## config.mk

```make
export PLATFORM = sky130hd
export DESIGN_NAME = DataMemoryWriteShifter
export DESIGN_NICKNAME = d
export VERILOG_FILES = /design/src/memOpPkg.sv /design/src/DataMemoryWriteShifter.sv
export VERILOG_INCLUDE_DIRS = /design/src /design/src/src
export SDC_FILE = /design/constraint.sdc
export NUM_CORES = 1
export LEC_CHECK = 0
export ABC_AREA = 1
export BUFFER_PORTS_ARGS = -buffer_cell sky130_fd_sc_hd__buf_2
export CAP_MARGIN = 0
export CORE_MARGIN = 2
export CORE_UTILIZATION = 48
export DETAILED_ROUTE_END_ITERATION = 7
export PLACE_DENSITY = 0.85
export SLEW_MARGIN = 20
export SYNTH_ARGS = -nofsm -noshare
export SYNTH_HDL_FRONTEND = slang
export SYNTH_SLANG_ARGS = --single-unit
```

## constraint.sdc

```tcl
create_clock -name vclk -period 1.3
set_input_delay 0 -clock vclk [all_inputs]
set_output_delay 0 -clock vclk [all_outputs]
set_load 0.02 [all_outputs]
```

## src/memAccess_macros.svh

```systemverilog
`ifndef MEM_ACCESS_MACROS_SVH
`define MEM_ACCESS_MACROS_SVH

// Access width codes carried in widthCtrl
`define memWidth1 2'b00
`define memWidth2 2'b01
`define memWidth4 2'b10

// Word-address bits of the data memory
`define MEM_ADDR_BITS 8

`define MEM_WORDS (1 << `MEM_ADDR_BITS)

`endif

```

## src/memOpPkg.sv

```systemverilog
`default_nettype none

package memOpPkg;

    // One decoded access, valid for the cycle it is presented in
    typedef struct packed {
        logic        isLoad;
        logic        isStore;
        logic [1:0]  widthCtrl;
        logic        extendCtrl;   // Sign extend narrow loads
        logic        unaligned;    // LWL, LWR, SWL or SWR
        logic        leftPart;     // Left half of an unaligned pair
        logic [31:0] address;
    } memOp_t;

    // What the result stage needs once the memory word comes back
    typedef struct packed {
        logic [1:0]  widthCtrl;
        logic        extendCtrl;
        logic        unaligned;
        logic        leftPart;
        logic [1:0]  offset;
        logic [31:0] originalData; // Old rt value for the LWL/LWR merge
    } loadStage_t;

    function automatic loadStage_t toLoadStage(input memOp_t op, input logic [31:0] rtData);
        loadStage_t stage;
        stage.widthCtrl    = op.widthCtrl;
        stage.extendCtrl   = op.extendCtrl;
        stage.unaligned    = op.unaligned;
        stage.leftPart     = op.leftPart;
        stage.offset       = op.address[1:0];
        stage.originalData = rtData;
        return stage;
    endfunction

endpackage

`default_nettype wire

```

## src/DataMemoryWriteShifter.sv

```systemverilog
`timescale 1ns/1ps
`include "memAccess_macros.svh"
`default_nettype none

module DataMemoryWriteShifter (
    input  memOpPkg::memOp_t memOp,
    input  logic [31:0]      writeDataIn,
    output logic [31:0]      writeDataOut,
    output logic [3:0]       writeByteEn
);
    import memOpPkg::*;

    logic [1:0] offset;

    assign offset = memOp.address[1:0];

    always_comb begin
        writeDataOut = '0;
        writeByteEn  = '0;
        if (memOp.unaligned) begin
            if (memOp.leftPart) begin // SWL puts the top bytes of rt at the low end
                writeDataOut = writeDataIn >> {~offset, 3'b000};
                writeByteEn  = 4'b1111 >> ~offset;
            end else begin
                writeDataOut = writeDataIn << {offset, 3'b000};
                writeByteEn  = 4'b1111 << offset;
            end
        end else begin
            case (memOp.widthCtrl)
                `memWidth4: begin
                    writeDataOut = writeDataIn;
                    writeByteEn  = 4'b1111;
                end
                `memWidth2: begin
                    writeDataOut = {16'b0, writeDataIn[15:0]} << {offset, 3'b000};
                    writeByteEn  = 4'b0011 << offset;
                end
                `memWidth1: begin
                    writeDataOut = {24'b0, writeDataIn[7:0]} << {offset, 3'b000};
                    writeByteEn  = 4'b0001 << offset;
                end
                default: ;
            endcase
        end
    end

endmodule

`default_nettype wire

```

# After elaboration in Yosys (flattened, before gate mapping)
# Cells that the tools add are included.
# W data, S select, Z words.
# op_classes
n_bitwise	1
n_mul	0
n_div	0
n_mux	6
n_eq_ne	2
n_lt_le_gt_ge	0
addsub	0
reduce_logical	1
shift	8
# ops
operator	n
$pmux W32 S3	1
$mux W32	2
$shl A16 B5 Y32	1
$shl A32 B5 Y32	1
$shl A8 B5 Y32	1
$shr A32 B5 Y32	1
$pmux W4 S3	1
$mux W4	2
$shl A1 B2 Y4 const A	1
$shl A2 B2 Y4 const A	1
$shl A4 B2 Y4 const A	1
$shr A4 B2 Y4 const A	1
$eq A2 B1 Y1 const B	1
$eq A2 B2 Y1 const B	1
$logic_not A2 Y1	1
$not A2 Y2	1
# totals
mem_bits_ro	0
mem_bits_rw	0
elab_cells	18
out_inout_bits	36
input_bits	71
register_bits	0
memories	0
latchBits	0

# Longest topological paths before layout
# depth
word_depth	4
depth_mapped	9
mapped_depth_nobuf	7

# Worst setup path before layout
# Ideal clock, no wire load.
# synth_path
path_kind	input to output
start	input memOp[32] (netlist bit)
end	output writeDataOut[23]
n_path_buf	2
setup_slack_ns	0.258
required_ns	1.300
arrival_ns	1.042
stages	7
cell_sequence	buf_2 -> nor2_2 -> buf_4 -> nand3_1 -> nand2_1 -> nor2_1 -> a21oi_1
# synth_between
elab_chain_cells	2
# synth_rtl
element	line	text
from (decl)	DataMemoryWriteShifter.sv:6	input memOpPkg::memOp_t memOp,
$mux W32	DataMemoryWriteShifter.sv:21	if (memOp.leftPart) begin
$mux W32	DataMemoryWriteShifter.sv:20	if (memOp.unaligned) begin
to (decl)	DataMemoryWriteShifter.sv:8	output logic [31:0] writeDataOut,
# Every way passes these cells.

# Worst setup path after layout
# layout_path
start	input memOp[0] (netlist bit)
end	output writeDataOut[4]
# layout_between
elab_chain_cells	4
word_cells_on_any_way	8
classes_between	shift (4); mux (3); bitwise (1)
# layout_rtl
element	line
parallel branches: the longest is 3 deep, another holds $shl A16 B5 Y32	--
$mux W32 *	DataMemoryWriteShifter.sv:20
# Every way passes the cells marked *.

==> summary.txt <==
Logic synthesis
  • Syn nets: 519
  • Cells after synthesis: 448
  • Synth Cell Area: 1944 um^2
  • Yosys warns: 0
  • Yosys top cell by area: nand2_1
  • Synth unique cells: 20
  • Synthesized area per cell: 4.340 um^2
  • Post-synthesis sequential area ratio: 0
  • Top cells by count, synth: nand2_1 (204), nand3_1 (105), inv_1 (47), nor2_1 (20), a21oi_1 (16)
  • Synth area leaders: nand2_1 (39%), nand3_1 (27%), inv_1 (9.1%)
  • Top-count cell post-synth: nand2_1
  • Synth top area share: 0.3938

Route
  • Final ANT Viol Nets: 0
  • Post-route DRC: 0
  • Post-Route WL: 7242 um
  • Vias: 3253
  • Via density: ~5.7
  • Drt pass-1 iters: 6
  • Drt first-iter violations: 558
  • Wire per inst: 12.62 um

Floorplan
  • Ports: 107
  • Die area: about 4600 um^2
  • # rows: 23
  • Initial core utilization: 0.4932
  • Die Ht: roughly 68 um
  • Core ar.: 3943 um^2
  • Die X: 67.65 um

Finish
  • Flip-flop and latch count: 0
  • Ant diodes: 0
  • Design area: 2459 um^2
  • Fin nets: roughly 600
  • Fillers: around 400
  • Clkbuf count: 0
  • Proportion of layout cells with a drive suffix above 1: 0.2099
  • Area Growth Syn to Fin: 26.45%
  • Sequential cell area: 0 um^2

Critical path
  • Critical path cell sequence: buf_2 -> inv_2 -> nand2_1 -> o21ai_1 -> nand2_1 -> nand2_2 -> nand2_1 -> nand2_1 -> buf_2
  • Crit path capture type: primary output
  • Worst Path Max Fanout: 11
  • CP Launch Type: input port
  • Worst EP required: 1300 ps
  • Max incr delay on CP: about 220 ps
  • WS Path Type: in -> out
  • Largest delay share family, worst path: simple AND/OR/NAND/NOR gates
  • CP Data Arrival Time: ~1200 ps
  • CP dominant cell by count: nand2_1
  • CP bufs+invs: 3
  • Slowest library cell on the worst path: nand2_2

GRT
  • Gr usage total: 0.3189
  • Antenna violations before repair: 0
  • Total gr overflow: 0
  • Vias in the first global route: around 2700
  • First-pass GRT wire length: 11630 um
  • Pin count of the biggest net entering global routing: 42

Min path
  • HP Class: in -> out
  • Hold Crit Start: writeDataIn[7]
  • Hold path cells: 4
  • Hold Path End: writeDataOut[7]

Timing
  • Hold Worst Slack: 355.6 ps
  • Fin Setup TNS: 0 ps
  • Worst slew pin tran: 377.4 ps
  • Fmax: 818.5 MHz
  • Worst rel slew slack: 0.7478
  • Hold Violations, Final: 0
  • Tmin final: 1222 ps
  • Max Slew Vio Count: 0
  • Final setup fails: 0
  • Period utilization: 0.9398

Placed design
  • Gp weighted congestion: 0.9366
  • Placed Area: 2449 um^2
  • Placed wire-length estimate: 5311 um
  • Port bufs: 74

Power and ir drop
  • Peak supply drop: 0.2811 mV
  • Net Sw Frac: 0.6584
  • Clock Power Share: 0
  • Internal power: 0.0003527 W
  • Static leakage: 1.574 nW
  • Pwr per Cell Area: 419.9 nW/um^2
  • Net Sw Power: just under 0.0007 W
  • Seq pwr share: 0
  • Combinational fraction of design power: 1.000

Outcome
  • Status: finished, final reports clean

Flow run
  • Max-Cap Viols: 0
worst max path at each step:
stage	start	end	slack, ps	cells past startpoint
final	memOp[0]	writeDataOut[4]	80	9
after global routing	memOp[0]	writeDataOut[1]	-10	9
after CTS	memOp[1]	writeDataOut[21]	80	8
after detailed placement	memOp[1]	writeDataOut[21]	90	8
after global placement	memOp[1]	writeDataOut[17]	100	8
after floorplan	memOp[32]	writeDataOut[23]	260	7
area by class of cell:
| cell class | instances | area, um^2 | area share |
|---|---|---|---|
| multi-input combinational | 372 | 1625 | 0.6611 |
| timing repair buffer | 98 | 568.0 | 0.2310 |
| inverter | 54 | 202.7 | 0.08244 |
| tap | 50 | 62.56 | 0.02545 |
metal layers:
metal | GRT usage | part of all wire | vias to the layer above | routed length [um]
met3 | 0.03500 | 0.14 | 46 | 1046
met5 | 0 | 0 | - | 0
met1 | 0.4183 | 0.38 | 1347 | 2754
li1 | - | - | 1581 | -
met2 | 0.5221 | 0.45 | 279 | 3235
met4 | 0.1378 | 0.029 | 0 | 207
cell families after synthesis:
| family | after synthesis | share of synthesized area |
|---|---|---|
| compound gates | 35 | 0.09717 |
| buf+inv | 76 | 0.1667 |
| simple gates | 337 | 0.7362 |
stage by stage:
stage,worst slack [ps],power [W],util,instances
3_3_place_gp,97.95,0.0009805,0.6211,574
5_1_grt,-12.76,0.001136,0.6236,574
3_5_place_dp,85.47,0.001003,0.6211,574
4_1_cts,76.26,0.001006,0.6211,574
6_report,78.21,0.001032,0.6236,574
2_1_floorplan,258.0,0.0006589,-,448
timing repair:
action | in CTS | in global routing
resized for setup | 0 | 3
endpoints found under the setup margin | 0 | 3
buffers inserted | 0 | 0
hold buffers | 0 | 0
power groups by stage:
stage | combinational, W | clock, W | sequential [W]
finish | 0.00103 | 0 | 0
global placement | 0.000981 | 0 | 0
detailed placement | 0.00100 | 0 | 0
CTS | 0.00101 | 0 | 0
global route | 0.00114 | 0 | 0
floorplan | 0.000659 | 0 | 0
placed cells by master (no fill, tap or decap), types with 2 or more instances in the layout:
cell type  count
inv_1         47
a31oi_1        5
a21oi_1       16
inv_2          4
buf_2         72
nand2_1      204
clkinv_1       3
o21ai_0       10
nand3_1      105
nor2_2         3
nor2_1        20
a22oi_1        2
nor2_4         3
buf_4         25
Note: power is estimated with default switching activity, not from simulation.
