===== src/memAccess_macros.svh =====
`ifndef MEM_ACCESS_MACROS_SVH
`define MEM_ACCESS_MACROS_SVH

// Access width codes carried in widthCtrl
`define memWidth1 2'b00
`define memWidth2 2'b01
`define memWidth4 2'b10

// Word-address bits of the data memory
`define MEM_ADDR_BITS 8

`define MEM_WORDS (1 << `MEM_ADDR_BITS)

`endif


===== src/memOpPkg.sv =====
`default_nettype none

package memOpPkg;

    // One decoded access, valid for the cycle it is presented in
    typedef struct packed {
        logic        isLoad;
        logic        isStore;
        logic [1:0]  widthCtrl;
        logic        extendCtrl;   // Sign extend narrow loads
        logic        unaligned;    // LWL, LWR, SWL or SWR
        logic        leftPart;     // Left half of an unaligned pair
        logic [31:0] address;
    } memOp_t;

    // What the result stage needs once the memory word comes back
    typedef struct packed {
        logic [1:0]  widthCtrl;
        logic        extendCtrl;
        logic        unaligned;
        logic        leftPart;
        logic [1:0]  offset;
        logic [31:0] originalData; // Old rt value for the LWL/LWR merge
    } loadStage_t;

    function automatic loadStage_t toLoadStage(input memOp_t op, input logic [31:0] rtData);
        loadStage_t stage;
        stage.widthCtrl    = op.widthCtrl;
        stage.extendCtrl   = op.extendCtrl;
        stage.unaligned    = op.unaligned;
        stage.leftPart     = op.leftPart;
        stage.offset       = op.address[1:0];
        stage.originalData = rtData;
        return stage;
    endfunction

endpackage

`default_nettype wire


===== src/DataMemoryReadShifter.sv =====
`timescale 1ns/1ps
`include "memAccess_macros.svh"
`default_nettype none

module DataMemoryReadShifter (
    input  logic             clk,
    input  logic             rst,
    input  memOpPkg::memOp_t memOp,
    input  logic [31:0]      originalData,
    input  logic [31:0]      readWord,
    output logic             loadValid,
    output logic [31:0]      loadData
);
    import memOpPkg::*;

    loadStage_t loadStage;
    logic [15:0] halfWord;
    logic [7:0]  readByte;

    always_ff @(posedge clk) begin
        if (rst) begin
            loadValid <= 1'b0;
        end else begin
            loadValid <= memOp.isLoad;
        end
    end

    always_ff @(posedge clk) begin
        if (memOp.isLoad) begin
            loadStage <= toLoadStage(memOp, originalData);
        end
    end

    assign halfWord = loadStage.offset[1] ? readWord[31:16] : readWord[15:0];
    assign readByte = readWord[loadStage.offset*8 +: 8];

    always_comb begin
        loadData = '0;
        if (loadStage.unaligned) begin
            if (loadStage.leftPart) begin // LWL keeps the low rt bytes the word does not cover
                loadData = (readWord << {~loadStage.offset, 3'b000})
                         | (loadStage.originalData
                            & ~(32'hFFFF_FFFF << {~loadStage.offset, 3'b000}));
            end else begin
                loadData = (readWord >> {loadStage.offset, 3'b000})
                         | (loadStage.originalData
                            & ~(32'hFFFF_FFFF >> {loadStage.offset, 3'b000}));
            end
        end else begin
            case (loadStage.widthCtrl)
                `memWidth4: loadData = readWord;
                `memWidth2: loadData = {{16{halfWord[15] & loadStage.extendCtrl}}, halfWord};
                `memWidth1: loadData = {{24{readByte[7] & loadStage.extendCtrl}}, readByte};
                default: ;
            endcase
        end
    end

endmodule

`default_nettype wire


===== config.mk =====
export PLATFORM = sky130hd
export DESIGN_NAME = DataMemoryReadShifter
export DESIGN_NICKNAME = d
export VERILOG_FILES = /design/src/memOpPkg.sv /design/src/DataMemoryReadShifter.sv
export VERILOG_INCLUDE_DIRS = /design/src /design/src/src
export SDC_FILE = /design/constraint.sdc
export NUM_CORES = 1
export LEC_CHECK = 0
export BUFFER_PORTS_ARGS = -buffer_cell sky130_fd_sc_hd__clkbuf_2
export CAP_MARGIN = 20
export CORE_ASPECT_RATIO = 1.25
export CORE_MARGIN = 8
export CORE_UTILIZATION = 35
export CTS_BUF_LIST = sky130_fd_sc_hd__clkbuf_8
export CTS_CLUSTER_DIAMETER = 100
export DETAILED_ROUTE_END_ITERATION = 7
export GPL_TIMING_DRIVEN = 1
export SYNTH_ARGS = -nofsm -noshare
export SYNTH_HDL_FRONTEND = slang
export SYNTH_SLANG_ARGS = --single-unit

===== constraint.sdc =====
create_clock -name clk -period 4.3 [get_ports clk]
set_input_delay 1.29 -clock clk [delete_from_list [all_inputs] [get_ports clk]]
set_output_delay 1.29 -clock clk [all_outputs]
set_load 0.1 [all_outputs]

# Word level (Yosys, flattened, before mapping)
# Cells that the tools add are included.
# op_classes
n_eq_ne	2
n_shift	5
muxes	4
n_bitwise	9
reduce_logical	1
# op_table
operator	n
32-bit one-hot mux with 3 select lines	1
32-bit AND	2
32-bit two-way mux	2
32-bit NOT	2
32-bit bitwise OR	2
32-bit by 6-bit indexed part select with 8-bit output	1
32-bit by 5-bit left shift with 32-bit output	1
32-bit by 5-bit left shift with 32-bit output (first input constant)	1
32-bit by 5-bit >> shifter with 32-bit output	1
32-bit by 5-bit >> shifter with 32-bit output (first input constant)	1
16-bit two-way mux	1
1-bit AND	2
2-bit by 1-bit equality test with 1-bit output (second input constant)	1
2-bit equality test (second input constant)	1
2-bit logical NOT	1
2-bit NOT	1
# word_totals
register_bits	40
in_bits	105
out_inout_bits	33
elab_cells	28

# Depth between registers and ports, before layout
# logic_depth
ltp_word	7
ltp_mapped	8
mapped_depth_nobuf	4

# Least setup slack after synthesis
# OpenSTA, ideal clock, no wires.
# synth_timing
kind	input to output
startpoint	input readWord[23]
endpoint	output loadData[23]
arrival_ns	3.918
t_required_ns	3.010
path_slack_ns	-0.908
cell_stages	4
path_buffers	0
path_cell_list	mux2_2 nand3_1 and3_1 o21ai_0
# synth_via
elab_chain_cells	4
word_cells_on_any_way	9
classes_between	shift (3); mux (3); bitwise (3)
# synth_lines
item	line_no	rtl
start: declaration	DataMemoryReadShifter.sv:10	input logic [31:0] readWord,
32-bit by 6-bit indexed part select with 8-bit output, or another cell as far along	DataMemoryReadShifter.sv:35	assign readByte = readWord[loadStage.offset*8 +: 8];
1-bit AND, or another cell as far along	DataMemoryReadShifter.sv:53	`memWidth1: loadData = {{24{readByte[7] & loadStage.extendCtrl}}, readByte};
32-bit one-hot mux with 3 select lines or 32-bit two-way mux (tied branches)	DataMemoryReadShifter.sv:50, DataMemoryReadShifter.sv:40	
32-bit two-way mux (*)	DataMemoryReadShifter.sv:39	if (loadStage.unaligned) begin
end: declaration	DataMemoryReadShifter.sv:12	output logic [31:0] loadData
# Every way passes the cells marked *; elsewhere a longest branch is shown, timed or not.

# Final worst setup path
# layout_timing
startpoint	input readWord[31]
endpoint	output loadData[10]
# layout_via
elab_chain_cells	4
# layout_lines
item	line_no	rtl
32-bit by 6-bit indexed part select with 8-bit output	DataMemoryReadShifter.sv:35	
1-bit AND	DataMemoryReadShifter.sv:53	
32-bit one-hot mux with 3 select lines	DataMemoryReadShifter.sv:50	case (loadStage.widthCtrl)
32-bit two-way mux	DataMemoryReadShifter.sv:39	
# Every way passes these cells.

==> impl_metrics.yaml <==
synthesis:
  ys_ff_latch: 40
  synth_most_common_cell: "mux2i_1"
  synth_top_family_by_area: "multiplexers"
  synth_area_um2: 3393
  synth_cell_types: 38
  synth.area.top_cells: "edfxtp_1 (35%), mux2i_1 (14%), mux2_2 (7.6%), nand2_1 (4.5%), a221o_1 (3.8%)"
  syn_nets: 444
  yosysWarnings: 0
  synth_xor_xnor_area_share: 0
  synth_edf_count: 39
  synth_top_area_frac: 0.3451
  ys.flop_type: "edfxtp_1"
  yosys.area.top_type: "edfxtp_1"
  synth-seq-area-share: 0.3510
  synth_compound_area_frac: 0.2235
  synth_common_cells: "mux2i_1 (47), nand2_1 (41), edfxtp_1 (39)"
  synth_cells: 339
  async_flop_share: 0
  synth_area_per_cell_um2: 10.01
  synthMuxAreaShare: 0.2714
  synth_fa_ha_area_frac: 0
  synthSimpleGateAreaFrac: 0.1091
pwr:
  ir_worst_vdd_mv: 0.1979
  power.switching_uw: 804.3
  report.power.total_uw: 1771
  power_leakage_uw: 0.001993
  p_int_uw: 966.7
  swShare: 0.4541
  clkPwrFrac: 0.179
  p_seq_frac: 0.278
  power.density_nw_per_um2: 378.8
  power_frac_comb: 0.542
finish:
  area_delta_synth_final_pct: 37.79
  fin_area_um2: 4676
  fill_cells: 916
  antennaDiodeCount: 0
  final_cells: 575
  nets: 553
  regArea_um2: 1191
  multiInputGateArea_um2: 2118
  drive_above_1_share: 0.4076
critical_path:
  arrival_ns: 2.97
  crit_type: "input port to output pin"
  worstSetupEndpointType: "output pin"
  cp-start-kind: "input port"
  worstPathMaxFanout: 8
  crit_required_ns: 3.01
place:
  gp_congestion: 0.9051
  place_area_um2: 4544
  dp_hpwl_um: 9035
  placed_cells: 566
  pre_cts_slack_ns: 0.03695
  portBuffers: 106
status:
  status: "finished, final reports clean"
global_routing:
  grt_max_degree: 41
  antenna_found_initial: 0
  grt-ovfl-total: 0
  grt_use_total: 0.1784
  grt_pass1_wl_um: 18440
  grt_pass1_vias: 3353
timing:
  post-route-min-period_ns: 4.258
  fmax_mhz: 234.9
  rsz0062_at_grt: "true"
  whs_ns: 1.128
  relSlewSlack: 0.5061
  hold_viol: 0
  worstMarginPinSlew_ns: 0.7393
  setup_viol: 0
  worst_slack_ns: 0.04245
  fin_crit_sh: 0.9901
  drv_slew: 0
cts:
  cts_tree: "built"
  cts-hold-fix-buffers: 0
  clock-root-buffer: "clkbuf_8"
  post_cts_buffers: 0
  numClockSinks: 40
  clkTransAtPathRegs_ns: 0.08
  clockBufferDepth: 2
  cts_max_level: 2
  cts_resized: 0
  numCtsBuffers: 5
routing:
  wire_per_inst_um: 21.05
  drc_errors: 0
  drtIter0Drc: 201
  antenna_left: 0
  dr.pass1.iters: 4
  vias: 3303
  viasPerCell: 5.744
  drt_wl_total_um: 12100
floorplan:
  rows: 40
  top_level_ports: 138
  coreArea_um2: 9509
  die_h_um: 126.1
  die_w_um: 104.1
  die_area_um2: 13120
  start_util: 0.3568
flow_run:
  drv_cap: 0
min_path:
  hold_path.class: "input port to flop"
  min_path_cells: 2
==> sequential cells by signal (all words and copies together) (netlist names) <==
name and flops:
loadStage 39, loadValid 1
==> cell families after synthesis <==
kind of cell / Yosys count
AOI/OAI and AO/OA: 106
and+or+nand+nor: 82
muxes: 78
DFF: 40
buffers and inverters: 33
==> power groups by stage <==
stage,registers [µW],logic (µW),clock network (µW)
after floorplan,483,653,0
after global placement,502,949,0
after detailed placement,502,957,0
after CTS,494,960,324
after global routing,497,1000,334
final,493,961,317
==> final cells by class <==
cell class,count,share of cell area
sequential,40,0.2547
clock buffer,5,0.01472
multi-input combinational,266,0.4530
clock inverter,3,0.008295
tap,126,0.03372
timing repair buffer,133,0.2339
inverter,2,0.001606
==> cell usage in the layout, fill, tap and decap left out, types with 4 or more instances in the layout <==
cell type and instances:
clkbuf_2 82, mux2i_1 47, nand2_1 41, edfxtp_1 39
buf_4 27, buf_12 24, mux2_2 23, o21ai_0 18
nor2_1 14, a221o_1 13, a21oi_1 10, a22oi_1 8
a21o_1 7, nor2b_1 7, and3_1 7, a221oi_1 7
o211ai_1 7, o221ai_2 7, nand3_1 6, o2111ai_1 5
mux4_2 5, o22ai_1 5, a211oi_1 5, clkbuf_8 5
o21ai_2 4
==> layer usage <==
layer | up-vias | GRT usage | wire [µm] | part of all wire
met4 | 0 | 0.08369 | 393 | 0.032
li1 | 1565 | - | - | -
met1 | 1572 | 0.2088 | 5010 | 0.41
met2 | 141 | 0.3128 | 6119 | 0.51
met5 | - | 0 | 0 | 0
met3 | 25 | 0.02653 | 581 | 0.048
==> stage by stage <==
step                  util  setup TNS, ns
floorplan                -        -0.1530
global placement    0.4779              0
finish              0.4917              0
global route        0.4917       -0.04417
detailed placement  0.4779              0
CTS                 0.4892              0
==> final timing paths <==
check / startpoint / endpoint / slack (ns)
max: readWord[31] / loadData[10] / 0.04
min: rst / loadValid / 1.13
==> worst max-delay path: stages <==
cell and delay, ns:
clkbuf_2 0.14, mux4_2 0.49, and3b_1 0.32, a221o_1 0.32, o22a_1 0.24, buf_12 0.18
Note: power is estimated with default switching activity, not from simulation.
