<file path="src/memAccess_macros.svh">
`ifndef MEM_ACCESS_MACROS_SVH
`define MEM_ACCESS_MACROS_SVH

// Access width codes carried in widthCtrl
`define memWidth1 2'b00
`define memWidth2 2'b01
`define memWidth4 2'b10

// Word-address bits of the data memory
`define MEM_ADDR_BITS 8

`define MEM_WORDS (1 << `MEM_ADDR_BITS)

`endif

</file>
<file path="src/mipsInstrPkg.sv">
`default_nettype none

package mipsInstrPkg;

    // Primary opcodes of the load/store group
    typedef enum logic [5:0] {
        opLb  = 6'h20,
        opLh  = 6'h21,
        opLwl = 6'h22,
        opLw  = 6'h23,
        opLbu = 6'h24,
        opLhu = 6'h25,
        opLwr = 6'h26,
        opSb  = 6'h28,
        opSh  = 6'h29,
        opSwl = 6'h2a,
        opSw  = 6'h2b,
        opSwr = 6'h2e
    } opcode_e;

    // The opcode field stays raw bits so that any encoding can be carried
    typedef struct packed {
        logic [5:0]  opcode;
        logic [4:0]  rs;
        logic [4:0]  rt;
        logic [15:0] imm;
    } iTypeInstr_t;

    function automatic logic [31:0] signExtendImm(input logic [15:0] imm);
        signExtendImm = {{16{imm[15]}}, imm};
    endfunction

endpackage

`default_nettype wire

</file>
<file path="src/memOpPkg.sv">
`default_nettype none

package memOpPkg;

    // One decoded access, valid for the cycle it is presented in
    typedef struct packed {
        logic        isLoad;
        logic        isStore;
        logic [1:0]  widthCtrl;
        logic        extendCtrl;   // Sign extend narrow loads
        logic        unaligned;    // LWL, LWR, SWL or SWR
        logic        leftPart;     // Left half of an unaligned pair
        logic [31:0] address;
    } memOp_t;

    // What the result stage needs once the memory word comes back
    typedef struct packed {
        logic [1:0]  widthCtrl;
        logic        extendCtrl;
        logic        unaligned;
        logic        leftPart;
        logic [1:0]  offset;
        logic [31:0] originalData; // Old rt value for the LWL/LWR merge
    } loadStage_t;

    function automatic loadStage_t toLoadStage(input memOp_t op, input logic [31:0] rtData);
        loadStage_t stage;
        stage.widthCtrl    = op.widthCtrl;
        stage.extendCtrl   = op.extendCtrl;
        stage.unaligned    = op.unaligned;
        stage.leftPart     = op.leftPart;
        stage.offset       = op.address[1:0];
        stage.originalData = rtData;
        return stage;
    endfunction

endpackage

`default_nettype wire

</file>
<file path="src/MemInstrDecoder.sv">
`timescale 1ns/1ps
`include "memAccess_macros.svh"
`default_nettype none

module MemInstrDecoder (
    input  mipsInstrPkg::iTypeInstr_t instr,
    input  logic [31:0]               baseValue,
    input  logic                      reqValid,
    output memOpPkg::memOp_t          memOp
);
    import mipsInstrPkg::*;
    import memOpPkg::*;

    logic loadOp;
    logic storeOp;

    always_comb begin
        loadOp            = 1'b0;
        storeOp           = 1'b0;
        memOp             = '0;
        memOp.widthCtrl   = `memWidth4;
        memOp.address     = baseValue + signExtendImm(instr.imm);

        case (instr.opcode)
            opLb: begin
                loadOp           = 1'b1;
                memOp.widthCtrl  = `memWidth1;
                memOp.extendCtrl = 1'b1;
            end
            opLbu: begin
                loadOp          = 1'b1;
                memOp.widthCtrl = `memWidth1;
            end
            opLh: begin
                loadOp           = 1'b1;
                memOp.widthCtrl  = `memWidth2;
                memOp.extendCtrl = 1'b1;
            end
            opLhu: begin
                loadOp          = 1'b1;
                memOp.widthCtrl = `memWidth2;
            end
            opLw: loadOp = 1'b1;
            opLwl: begin
                loadOp          = 1'b1;
                memOp.unaligned = 1'b1;
                memOp.leftPart  = 1'b1;
            end
            opLwr: begin
                loadOp          = 1'b1;
                memOp.unaligned = 1'b1;
            end
            opSb: begin
                storeOp         = 1'b1;
                memOp.widthCtrl = `memWidth1;
            end
            opSh: begin
                storeOp         = 1'b1;
                memOp.widthCtrl = `memWidth2;
            end
            opSw: storeOp = 1'b1;
            opSwl: begin
                storeOp         = 1'b1;
                memOp.unaligned = 1'b1;
                memOp.leftPart  = 1'b1;
            end
            opSwr: begin
                storeOp         = 1'b1;
                memOp.unaligned = 1'b1;
            end
            default: ; // Anything else makes no access
        endcase

        memOp.isLoad  = reqValid & loadOp;
        memOp.isStore = reqValid & storeOp;
    end

endmodule

`default_nettype wire

</file>
<file path="config.mk">
export PLATFORM = sky130hd
export DESIGN_NAME = MemInstrDecoder
export DESIGN_NICKNAME = d
export VERILOG_FILES = /design/src/mipsInstrPkg.sv /design/src/memOpPkg.sv /design/src/MemInstrDecoder.sv
export VERILOG_INCLUDE_DIRS = /design/src /design/src/src
export SDC_FILE = /design/constraint.sdc
export NUM_CORES = 1
export LEC_CHECK = 0
export BUFFER_PORTS_ARGS = -buffer_cell sky130_fd_sc_hd__clkbuf_2
export CAP_MARGIN = 20
export CORE_ASPECT_RATIO = 0.6
export CORE_MARGIN = 8
export CORE_UTILIZATION = 48
export DETAILED_ROUTE_END_ITERATION = 16
export PLACE_DENSITY = 0.86
export SYNTH_ARGS = -nofsm -noshare
export SYNTH_HDL_FRONTEND = slang
export SYNTH_SLANG_ARGS = --single-unit
export TNS_END_PERCENT = 5
</file>
<file path="constraint.sdc">
create_clock -name vclk -period 3
set_input_delay 0.15 -clock vclk [all_inputs]
set_output_delay 0.15 -clock vclk [all_outputs]
set_load 0.01 [all_outputs]
</file>
[After elaboration in Yosys (flattened, before gate mapping)]
Cells that the tools add are included.
Word-level totals
  register bits after elaboration: 0
  input port bits: 65
  output and inout port bits: 39
Cells by class
  add/subtract/negate cells: 1
  equal/unequal tests: 12
  mux-type cells: 6
  bitwise logic cells: 2
  reductions and logical operators: 7
Operators by type and width (count)
  equality test 6 bit (second input constant): 12
  adder 32 bit: 1
  OR reduction 7 bit: 1
  OR reduction 3 bit: 2
  two-way mux 1 bit: 5
  OR reduction 5 bit: 1
  case mux 2 bit (2 select lines): 1
  OR reduction 2 bit: 2
  OR reduction 4 bit: 1
  AND 1 bit: 2

[Longest topological paths before layout]
Gate-level depths: netlist of the first run.
  depth after elaboration: 4
  gate-level depth with buffers: 8
  depth with buffers taken out: 8

[Least setup slack after synthesis of the first run]
Ideal clock, no wire load.
  path type: input port to output port
  start: input port instr[0] (netlist bit)
  end: output port memOp[18] (netlist bit)
  arrival time: 2.142 ns
  path slack: 0.708 ns
  cell stages on the path: 8
  buffers on the path: 0
  cell sequence: ha_1 -> fa_1 -> a21o_1 -> a221oi_4 -> o211ai_2 -> a31o_2 -> or3_1 -> xor2_1
RTL lines
  start: declaration: line MemInstrDecoder.sv:6  | input mipsInstrPkg::iTypeInstr_t instr,
  end: declaration: line MemInstrDecoder.sv:9  | output memOpPkg::memOp_t memOp

==> results.py, run 1 <==
metrics = {
    "status": {
        "status": "finished, final reports clean",
    },
    "timing": {
        "period_minus_slack_ps": 2670,
        "relSlewSlack_pct": 67.1,
        "grt_setup_unrepaired": "false",
        "setup_violations": 0,
        "worst_pin_slew_ps": 494,
        "slew_violations": 0,
        "fin_crit_sh_pct": 89.0,
        "fmax_mhz": 374,
        "setup_tns_ps": 0,
        "finalHoldViolCount": 0,
    },
    "critical_path": {
        "criticalPathCategory": "in -> out",
        "crit_path_max_fanout": 17,
        "cp.arrival_ps": 2520,
        "crit_path_end_kind": "output port",
        "worstPathRequired_ps": 2850,
        "startpoint_type": "input port",
    },
    "layout": {
        "regArea_sq_um": 0,
        "nets": 459,
        "layout_common_cells": "94 x clkbuf_2, 35 x a21oi_1, 31 x ha_1, 26 x nor2_1, 19 x xnor2_1",
        "syn_to_final_growth_pct": 26.8,
        "final_area_sq_um": 2390,
        "layout-drive-gt1-share_pct": 27.8,
        "final_common_cell": "clkbuf_2",
        "diodes": 0,
        "seq_cells": 0,
        "n_clock_buffer": 0,
    },
    "power_and_ir_drop": {
        "clockPowerShare_pct": 0,
        "switching_power_uw": 353,
        "combPwrFrac_pct": 100.0,
        "irDropWorstVdd_v": 0.000133,
        "p_leak_uw": 0.00123,
        "p_per_area_nw_per_um2": 258,
        "finalPower_uw": 615,
        "power_switching_share_pct": 57.4,
        "seqPwrFrac_pct": 0,
        "p_int_uw": 262,
    },
    "routing": {
        "met3_wirelength_um": 567,
        "detail_route.wl_per_cell_um": 15.6,
        "wirelength_met1_um": 3090,
        "wl_met2_um": 2670,
        "drt_iter0_drc": 226,
        "wl_um": 6330,
        "ant_nets": 0,
        "vias": 2429,
        "drt_first_pass_iters": 5,
        "routed.top_layer": "met3",
        "drc": 0,
        "drt-vias-per-instance": 5.97,
    },
    "logic_synthesis": {
        "syn-cell-area_sq_um": 1880,
        "yosysSeqAreaShare_pct": 0,
        "synth_fp_nets": 370,
        "synthCells": 273,
        "synth_cell_type_count": 48,
        "yosys_warnings": 0,
        "avgSynthCellArea_sq_um": 6.90,
    },
    "placement": {
        "place_congestion": 0.902,
        "hpwl_um": 5460,
        "placed_area_sq_um": 2390,
        "io_buffers": 94,
    },
    "clock_tree": {
        "cts_resized": 0,
        "hold_buffers": 0,
        "cts_setup_buffers": 0,
    },
    "floorplanning": {
        "die_y_um": 64.5,
        "dieArea_sq_um": 6250,
        "num_rows": 17,
        "start_util_pct": 50.6,
        "core_area_sq_um": 3720,
        "io_pins": 104,
        "die_x_um": 96.9,
    },
    "job": {
        "cap_violations": 0,
    },
    "grt": {
        "grtUsageTotal_pct": 18.1,
        "gr-total-overflow": 0,
        "grt_pass1_wl_um": 10200,
        "antenna_found_initial": 0,
        "grt_pass1_vias": 2137,
        "grt_max_degree": 18,
    },
    "hold_path": {
        "hp-class": "in -> out",
    },
}
==> worst paths after layout <==
kind                  slack, ps  cells after the start       from   endpoint
worst max-delay path        330                      9  instr[15]  memOp[29]
worst min-delay path        590                      3  instr[27]  memOp[34]
==> per-stage QoR <==
stage	instances	hold WS, ps	setup slack (ps)	util, %
after floorplan	273	350	708	-
after global placement	407	578	377	64.2
after detailed placement	407	584	366	64.2
after CTS	407	584	355	64.2
after global routing	407	615	104	64.2
final	407	586	329	64.2
==> power groups by stage <==
stage	Sequential [uW]	Clock, uW	Combinational (uW)
floorplan	0	0	397
global placement	0	0	596
detailed placement	0	0	607
CTS	0	0	610
global route	0	0	670
finish	0	0	615
==> area by class of cell <==
cell class                 count  area (sq um)
fill                         351          1330
inverter                       7          26.3
timing repair buffer          95           478
multi-input combinational    258          1830
tap                           47          58.8
==> logic make-up (layout without fill, tap and decap cells) <==
group,count (synthesis),count (layout),synth area share (%)
AO/OA/AOI/OAI,106,106,37.7
XOR/XNOR,27,27,12.6
adder cells (fa/ha/maj),32,32,21.7
buffers and inverters,15,102,3.06
multiplexers,2,2,1.06
AND/OR/NAND/NOR,91,91,23.9
==> worst max-delay path, cell delays in order <==
cell and delay, ps:
clkbuf_2 270, ha_1 490, a21oi_1 230, o21ai_0 110, a211o_1 330, a41o_1 290
o211a_1 230, a211oi_1 230, clkbuf_2 180
==> synthesized netlist by cell type (all sizes together) (2+ instances only) <==
master   instances  area [sq um]
o211a            2          20.0
mux2i            2          20.0
a221oi           3          43.8
o211ai           5          42.5
a31oi            4          25.0
clkbuf           7          26.3
o21bai           2          15.0
nand3            9          45.0
a21o            12          90.1
a21oi           35           175
nor2b            6          37.5
a211oi           9          67.6
nor4             2          12.5
a31o             2          17.5
ha              31           388
a211o            2          17.5
nand4            3          18.8
and3             4          25.0
nand2b           3          18.8
nand2           18          67.6
inv              7          26.3
or3              2          12.5
nor3             8          40.0
nor2            26          97.6
xnor2           19           166
and2             3          18.8
o2111ai          2          17.5
and4             3          26.3
xor2             8          70.1
o21ai           18          90.1
==> layer usage <==
layer	up-vias	GRT usage [%]
met4	0	0.571
met3	0	2.22
met1	1095	27.4
met5	-	0
met2	112	27.4
li1	1222	-
Note: power is estimated with default switching activity, not from simulation.
==> run 2, diff against run 1 <==
RECOVER_POWER = 50   (was not set)
SLEW_MARGIN = 30   (was not set)
==> results.py, run 2 (synthesis results as in run 1) <==
metrics = {
    "layout": {
        "layout_common_cells": "76 x clkbuf_2, 35 x a21oi_1, 31 x ha_1, 26 x nor2_1, 19 x xnor2_1",
        "fin_util_pct": 63.6,
        "seq_cells": 0,
        "diodes": 0,
        "n_clock_buffer": 0,
        "syn_to_final_growth_pct": 25.6,
        "nets": 459,
        "layout-drive-gt1-share_pct": 22.8,
        "regArea_sq_um": 0,
        "final_common_cell": "clkbuf_2",
    },
    "hold_path": {
        "min_to": "memOp[34]",
        "hp-start": "instr[27]",
        "hold_depth": 3,
        "hp-class": "in -> out",
    },
    "placement": {
        "place_congestion": 0.902,
        "hpwl_um": 5460,
        "io_buffers": 94,
    },
    "floorplanning": {
        "die_x_um": 96.9,
        "core_area_sq_um": 3720,
        "die_y_um": 64.5,
        "dieArea_sq_um": 6250,
        "io_pins": 104,
        "start_util_pct": 50.6,
        "num_rows": 17,
    },
    "routing": {
        "wl_met2_um": 2660,
        "drc": 0,
        "ant_nets": 0,
        "met3_wirelength_um": 546,
        "wirelength_met1_um": 3110,
        "drt-vias-per-instance": 5.98,
        "drt_first_pass_iters": 4,
        "routed.top_layer": "met3",
        "detail_route.wl_per_cell_um": 15.5,
        "drt_iter0_drc": 238,
        "wl_um": 6310,
        "vias": 2432,
    },
    "timing": {
        "period_minus_slack_ps": 2670,
        "fin_crit_sh_pct": 89.1,
        "relSlewSlack_pct": 67.0,
        "setup_violations": 0,
        "setup_tns_ps": 0,
        "slew_violations": 0,
        "fmax_mhz": 374,
        "finalHoldViolCount": 0,
        "worst_pin_slew_ps": 495,
        "grt_setup_unrepaired": "false",
    },
    "critical_path": {
        "worstPathRequired_ps": 2850,
        "crit_path_max_fanout": 5,
        "max_stage_delay_ps": 410,
        "critPathSlowestCell": "fa_1",
        "cp.arrival_ps": 2520,
        "path_cells": "clkbuf_2 > ha_1 > fa_1 > a21o_1 > a221oi_4 > o211ai_2 > a31o_2 > a2111o_1 > o311a_1 > clkbuf_2",
        "startpoint_type": "input port",
        "criticalPathCategory": "in -> out",
        "crit_top_cell": "clkbuf_2",
        "crit_path_end_kind": "output port",
    },
    "grt": {
        "antenna_found_initial": 0,
        "gr-total-overflow": 0,
        "grt_pass1_wl_um": 10200,
        "grtUsageTotal_pct": 18.1,
        "grt_max_degree": 18,
        "grt_pass1_vias": 2137,
    },
    "power_and_ir_drop": {
        "irDropWorstVdd_v": 0.000132,
        "finalPower_uw": 607,
        "p_per_area_nw_per_um2": 257,
        "p_leak_uw": 0.00118,
    },
    "clock_tree": {
        "cts_setup_buffers": 0,
        "cts_resized": 0,
        "hold_buffers": 0,
    },
    "status": {
        "status": "finished, final reports clean",
    },
    "job": {
        "cap_violations": 0,
    },
}
[run 2: worst max-delay path, delay by kind of cell]
family	cells	cell delay, ps
adders and majority gates	2	620
buffers and inverters	2	220
AOI/OAI and AO/OA	6	1520
[run 2: through the flow]
| step | worst slack (ps) | hold WS, ps | instance area, sq um | cells |
|---|---|---|---|---|
| 3_5_place_dp | 366 | 584 | 2390 | 407 |
| 6_report | 326 | 586 | 2370 | 407 |
| 2_1_floorplan | 708 | 350 | 1880 | 273 |
| 5_1_grt | 104 | 619 | 2370 | 407 |
| 3_3_place_gp | 377 | 578 | 2390 | 407 |
| 4_1_cts | 355 | 584 | 2390 | 407 |
[run 2: how the worst max path moves through the flow]
stage | endpoint | start | cells after the start
finish | memOp[30] | instr[0] | 10
global route | memOp[29] | instr[15] | 9
CTS | memOp[29] | instr[15] | 9
detailed placement | memOp[29] | instr[15] | 9
global placement | memOp[29] | instr[15] | 9
floorplan | memOp[18] | instr[0] | 8
[run 2: report_power, final]
part / leakage [uW] / switching (uW) / internal, uW
Combinational: 0.00118 / 353 / 254
Sequential: 0 / 0 / 0
Clock: 0 / 0 / 0
Total: 0.00118 / 353 / 254
[run 2: final cells by class]
cell class / instances / area [sq um]
Timing Repair Buffer: 95 / 455
Multi-Input combinational cell: 258 / 1830
Inverter: 7 / 26.3
Fill cell: 360 / 1360
Tap cell: 47 / 58.8
[run 2: metal layers]
metal	global-route usage [%]	vias to the layer above
met5	0	-
met4	0.571	0
met3	2.22	0
met2	27.4	108
met1	27.4	1103
li1	-	1221
==> run 3, diff against run 2 <==
CORE_UTILIZATION = 51   (was 48)
PLACE_DENSITY = 0.9   (was 0.86)
clock period = 3.1 ns   (was 3 ns; I/O delays follow)
==> results.py, run 3 (synthesis results as in run 1) <==
metrics = {
    "status": {
        "status": "finished, final reports clean",
    },
    "routing": {
        "drt_iter0_drc": 221,
        "drc": 0,
        "vias": 2460,
        "detail_route.wl_per_cell_um": 15.6,
        "drt-vias-per-instance": 6.06,
        "wl_um": 6340,
        "drt_first_pass_iters": 5,
        "ant_nets": 0,
    },
    "floorplanning": {
        "num_rows": 17,
        "core_area_sq_um": 3590,
        "start_util_pct": 52.4,
        "die_x_um": 94.4,
        "die_y_um": 63.1,
        "io_pins": 104,
        "dieArea_sq_um": 5960,
    },
    "layout": {
        "regArea_sq_um": 0,
        "final_common_cell": "clkbuf_2",
        "multi_input_area_sq_um": 1830,
        "syn_to_final_growth_pct": 25.2,
        "fillers": 345,
        "nets": 458,
        "n_clock_buffer": 0,
        "layout-drive-gt1-share_pct": 22.6,
        "final_area_sq_um": 2360,
        "layout_common_cells": "76 x clkbuf_2, 35 x a21oi_1, 31 x ha_1, 26 x nor2_1, 19 x xnor2_1",
        "diodes": 0,
        "seq_cells": 0,
    },
    "hold_path": {
        "hp-class": "in -> out",
    },
    "grt": {
        "grt_max_degree": 18,
        "grtUsageTotal_pct": 19.7,
        "grt_pass1_vias": 2187,
        "gr-total-overflow": 0,
        "grt_pass1_wl_um": 10300,
        "antenna_found_initial": 0,
    },
    "placement": {
        "place_congestion": 0.882,
        "hpwl_um": 5520,
        "placed_area_sq_um": 2380,
        "io_buffers": 94,
    },
    "critical_path": {
        "cp.arrival_ps": 2610,
        "path_cells": "clkbuf_2 > ha_1 > a21oi_1 > o21ai_0 > a211o_1 > a41o_1 > o211a_1 > a211oi_1 > clkbuf_2",
        "criticalPathCategory": "in -> out",
        "crit_top_cell": "clkbuf_2",
        "startpoint_type": "input port",
        "crit_family": "compound AO/OA/AOI/OAI gates",
        "max_stage_delay_ps": 490,
        "crit_path_max_fanout": 17,
        "critPathSlowestCell": "ha_1",
        "path_buf_inv": 2,
        "worstPathRequired_ps": 2940,
        "crit_path_end_kind": "output port",
    },
    "timing": {
        "hold_ws_ps": 603,
        "period_minus_slack_ps": 2760,
        "fmax_mhz": 362,
        "relSlewSlack_pct": 69.0,
        "worst_pin_slew_ps": 465,
        "setup_violations": 0,
        "setup_tns_ps": 0,
        "slew_violations": 0,
        "grt_setup_unrepaired": "false",
        "finalHoldViolCount": 0,
        "fin_crit_sh_pct": 89.1,
    },
    "job": {
        "cap_violations": 0,
    },
    "power_and_ir_drop": {
        "power_switching_share_pct": 58.1,
        "seqPwrFrac_pct": 0,
        "switching_power_uw": 340,
        "p_per_area_nw_per_um2": 248,
        "clockPowerShare_pct": 0,
        "combPwrFrac_pct": 100.0,
        "irDropWorstVdd_v": 0.000125,
        "p_int_uw": 245,
        "p_leak_uw": 0.00117,
    },
    "clock_tree": {
        "cts_resized": 0,
        "cts_setup_buffers": 0,
        "hold_buffers": 0,
    },
}
## run 3: cell types whose count changed in the layout (fill, tap and decap cells not counted)
cell,previous run,this run
buf_4,1,0
## run 3: path summary, 6_finish.rpt
path / end / cells after the start / from / slack (ps)
worst max-delay path: memOp[29] / 9 / instr[15] / 340
worst min-delay path: memOp[34] / 3 / instr[27] / 600
## run 3: per-layer routing
metal	vias to the layer above	global-route usage, %	share of wire, %
met5	-	0	0
met4	0	1.77	0.62
met3	4	2.96	9.1
met2	112	31.1	44
met1	1123	27.9	46
li1	1221	-	-
## run 3: area by class of cell
class                      count  share of cell area, %
inverter                       7                   1.11
multi-input combinational    258                   77.4
tap                           47                   2.49
timing repair buffer          94                   19.0
## run 3: metrics by stage
| step | worst slack (ps) | util, % | instances | total power [uW] |
|---|---|---|---|---|
| 6_report | 337 | 65.6 | 406 | 584 |
| 3_3_place_gp | 459 | 66.2 | 406 | 571 |
| 3_5_place_dp | 410 | 66.2 | 406 | 586 |
| 2_1_floorplan | 798 | - | 273 | 384 |
| 5_1_grt | 184 | 65.6 | 406 | 637 |
| 4_1_cts | 405 | 66.2 | 406 | 589 |
## run 3: power by group through the flow
stage | registers [uW] | clock network [uW] | logic [uW]
6_report | 0 | 0 | 584
5_1_grt | 0 | 0 | 637
4_1_cts | 0 | 0 | 589
3_5_place_dp | 0 | 0 | 586
3_3_place_gp | 0 | 0 | 571
2_1_floorplan | 0 | 0 | 384
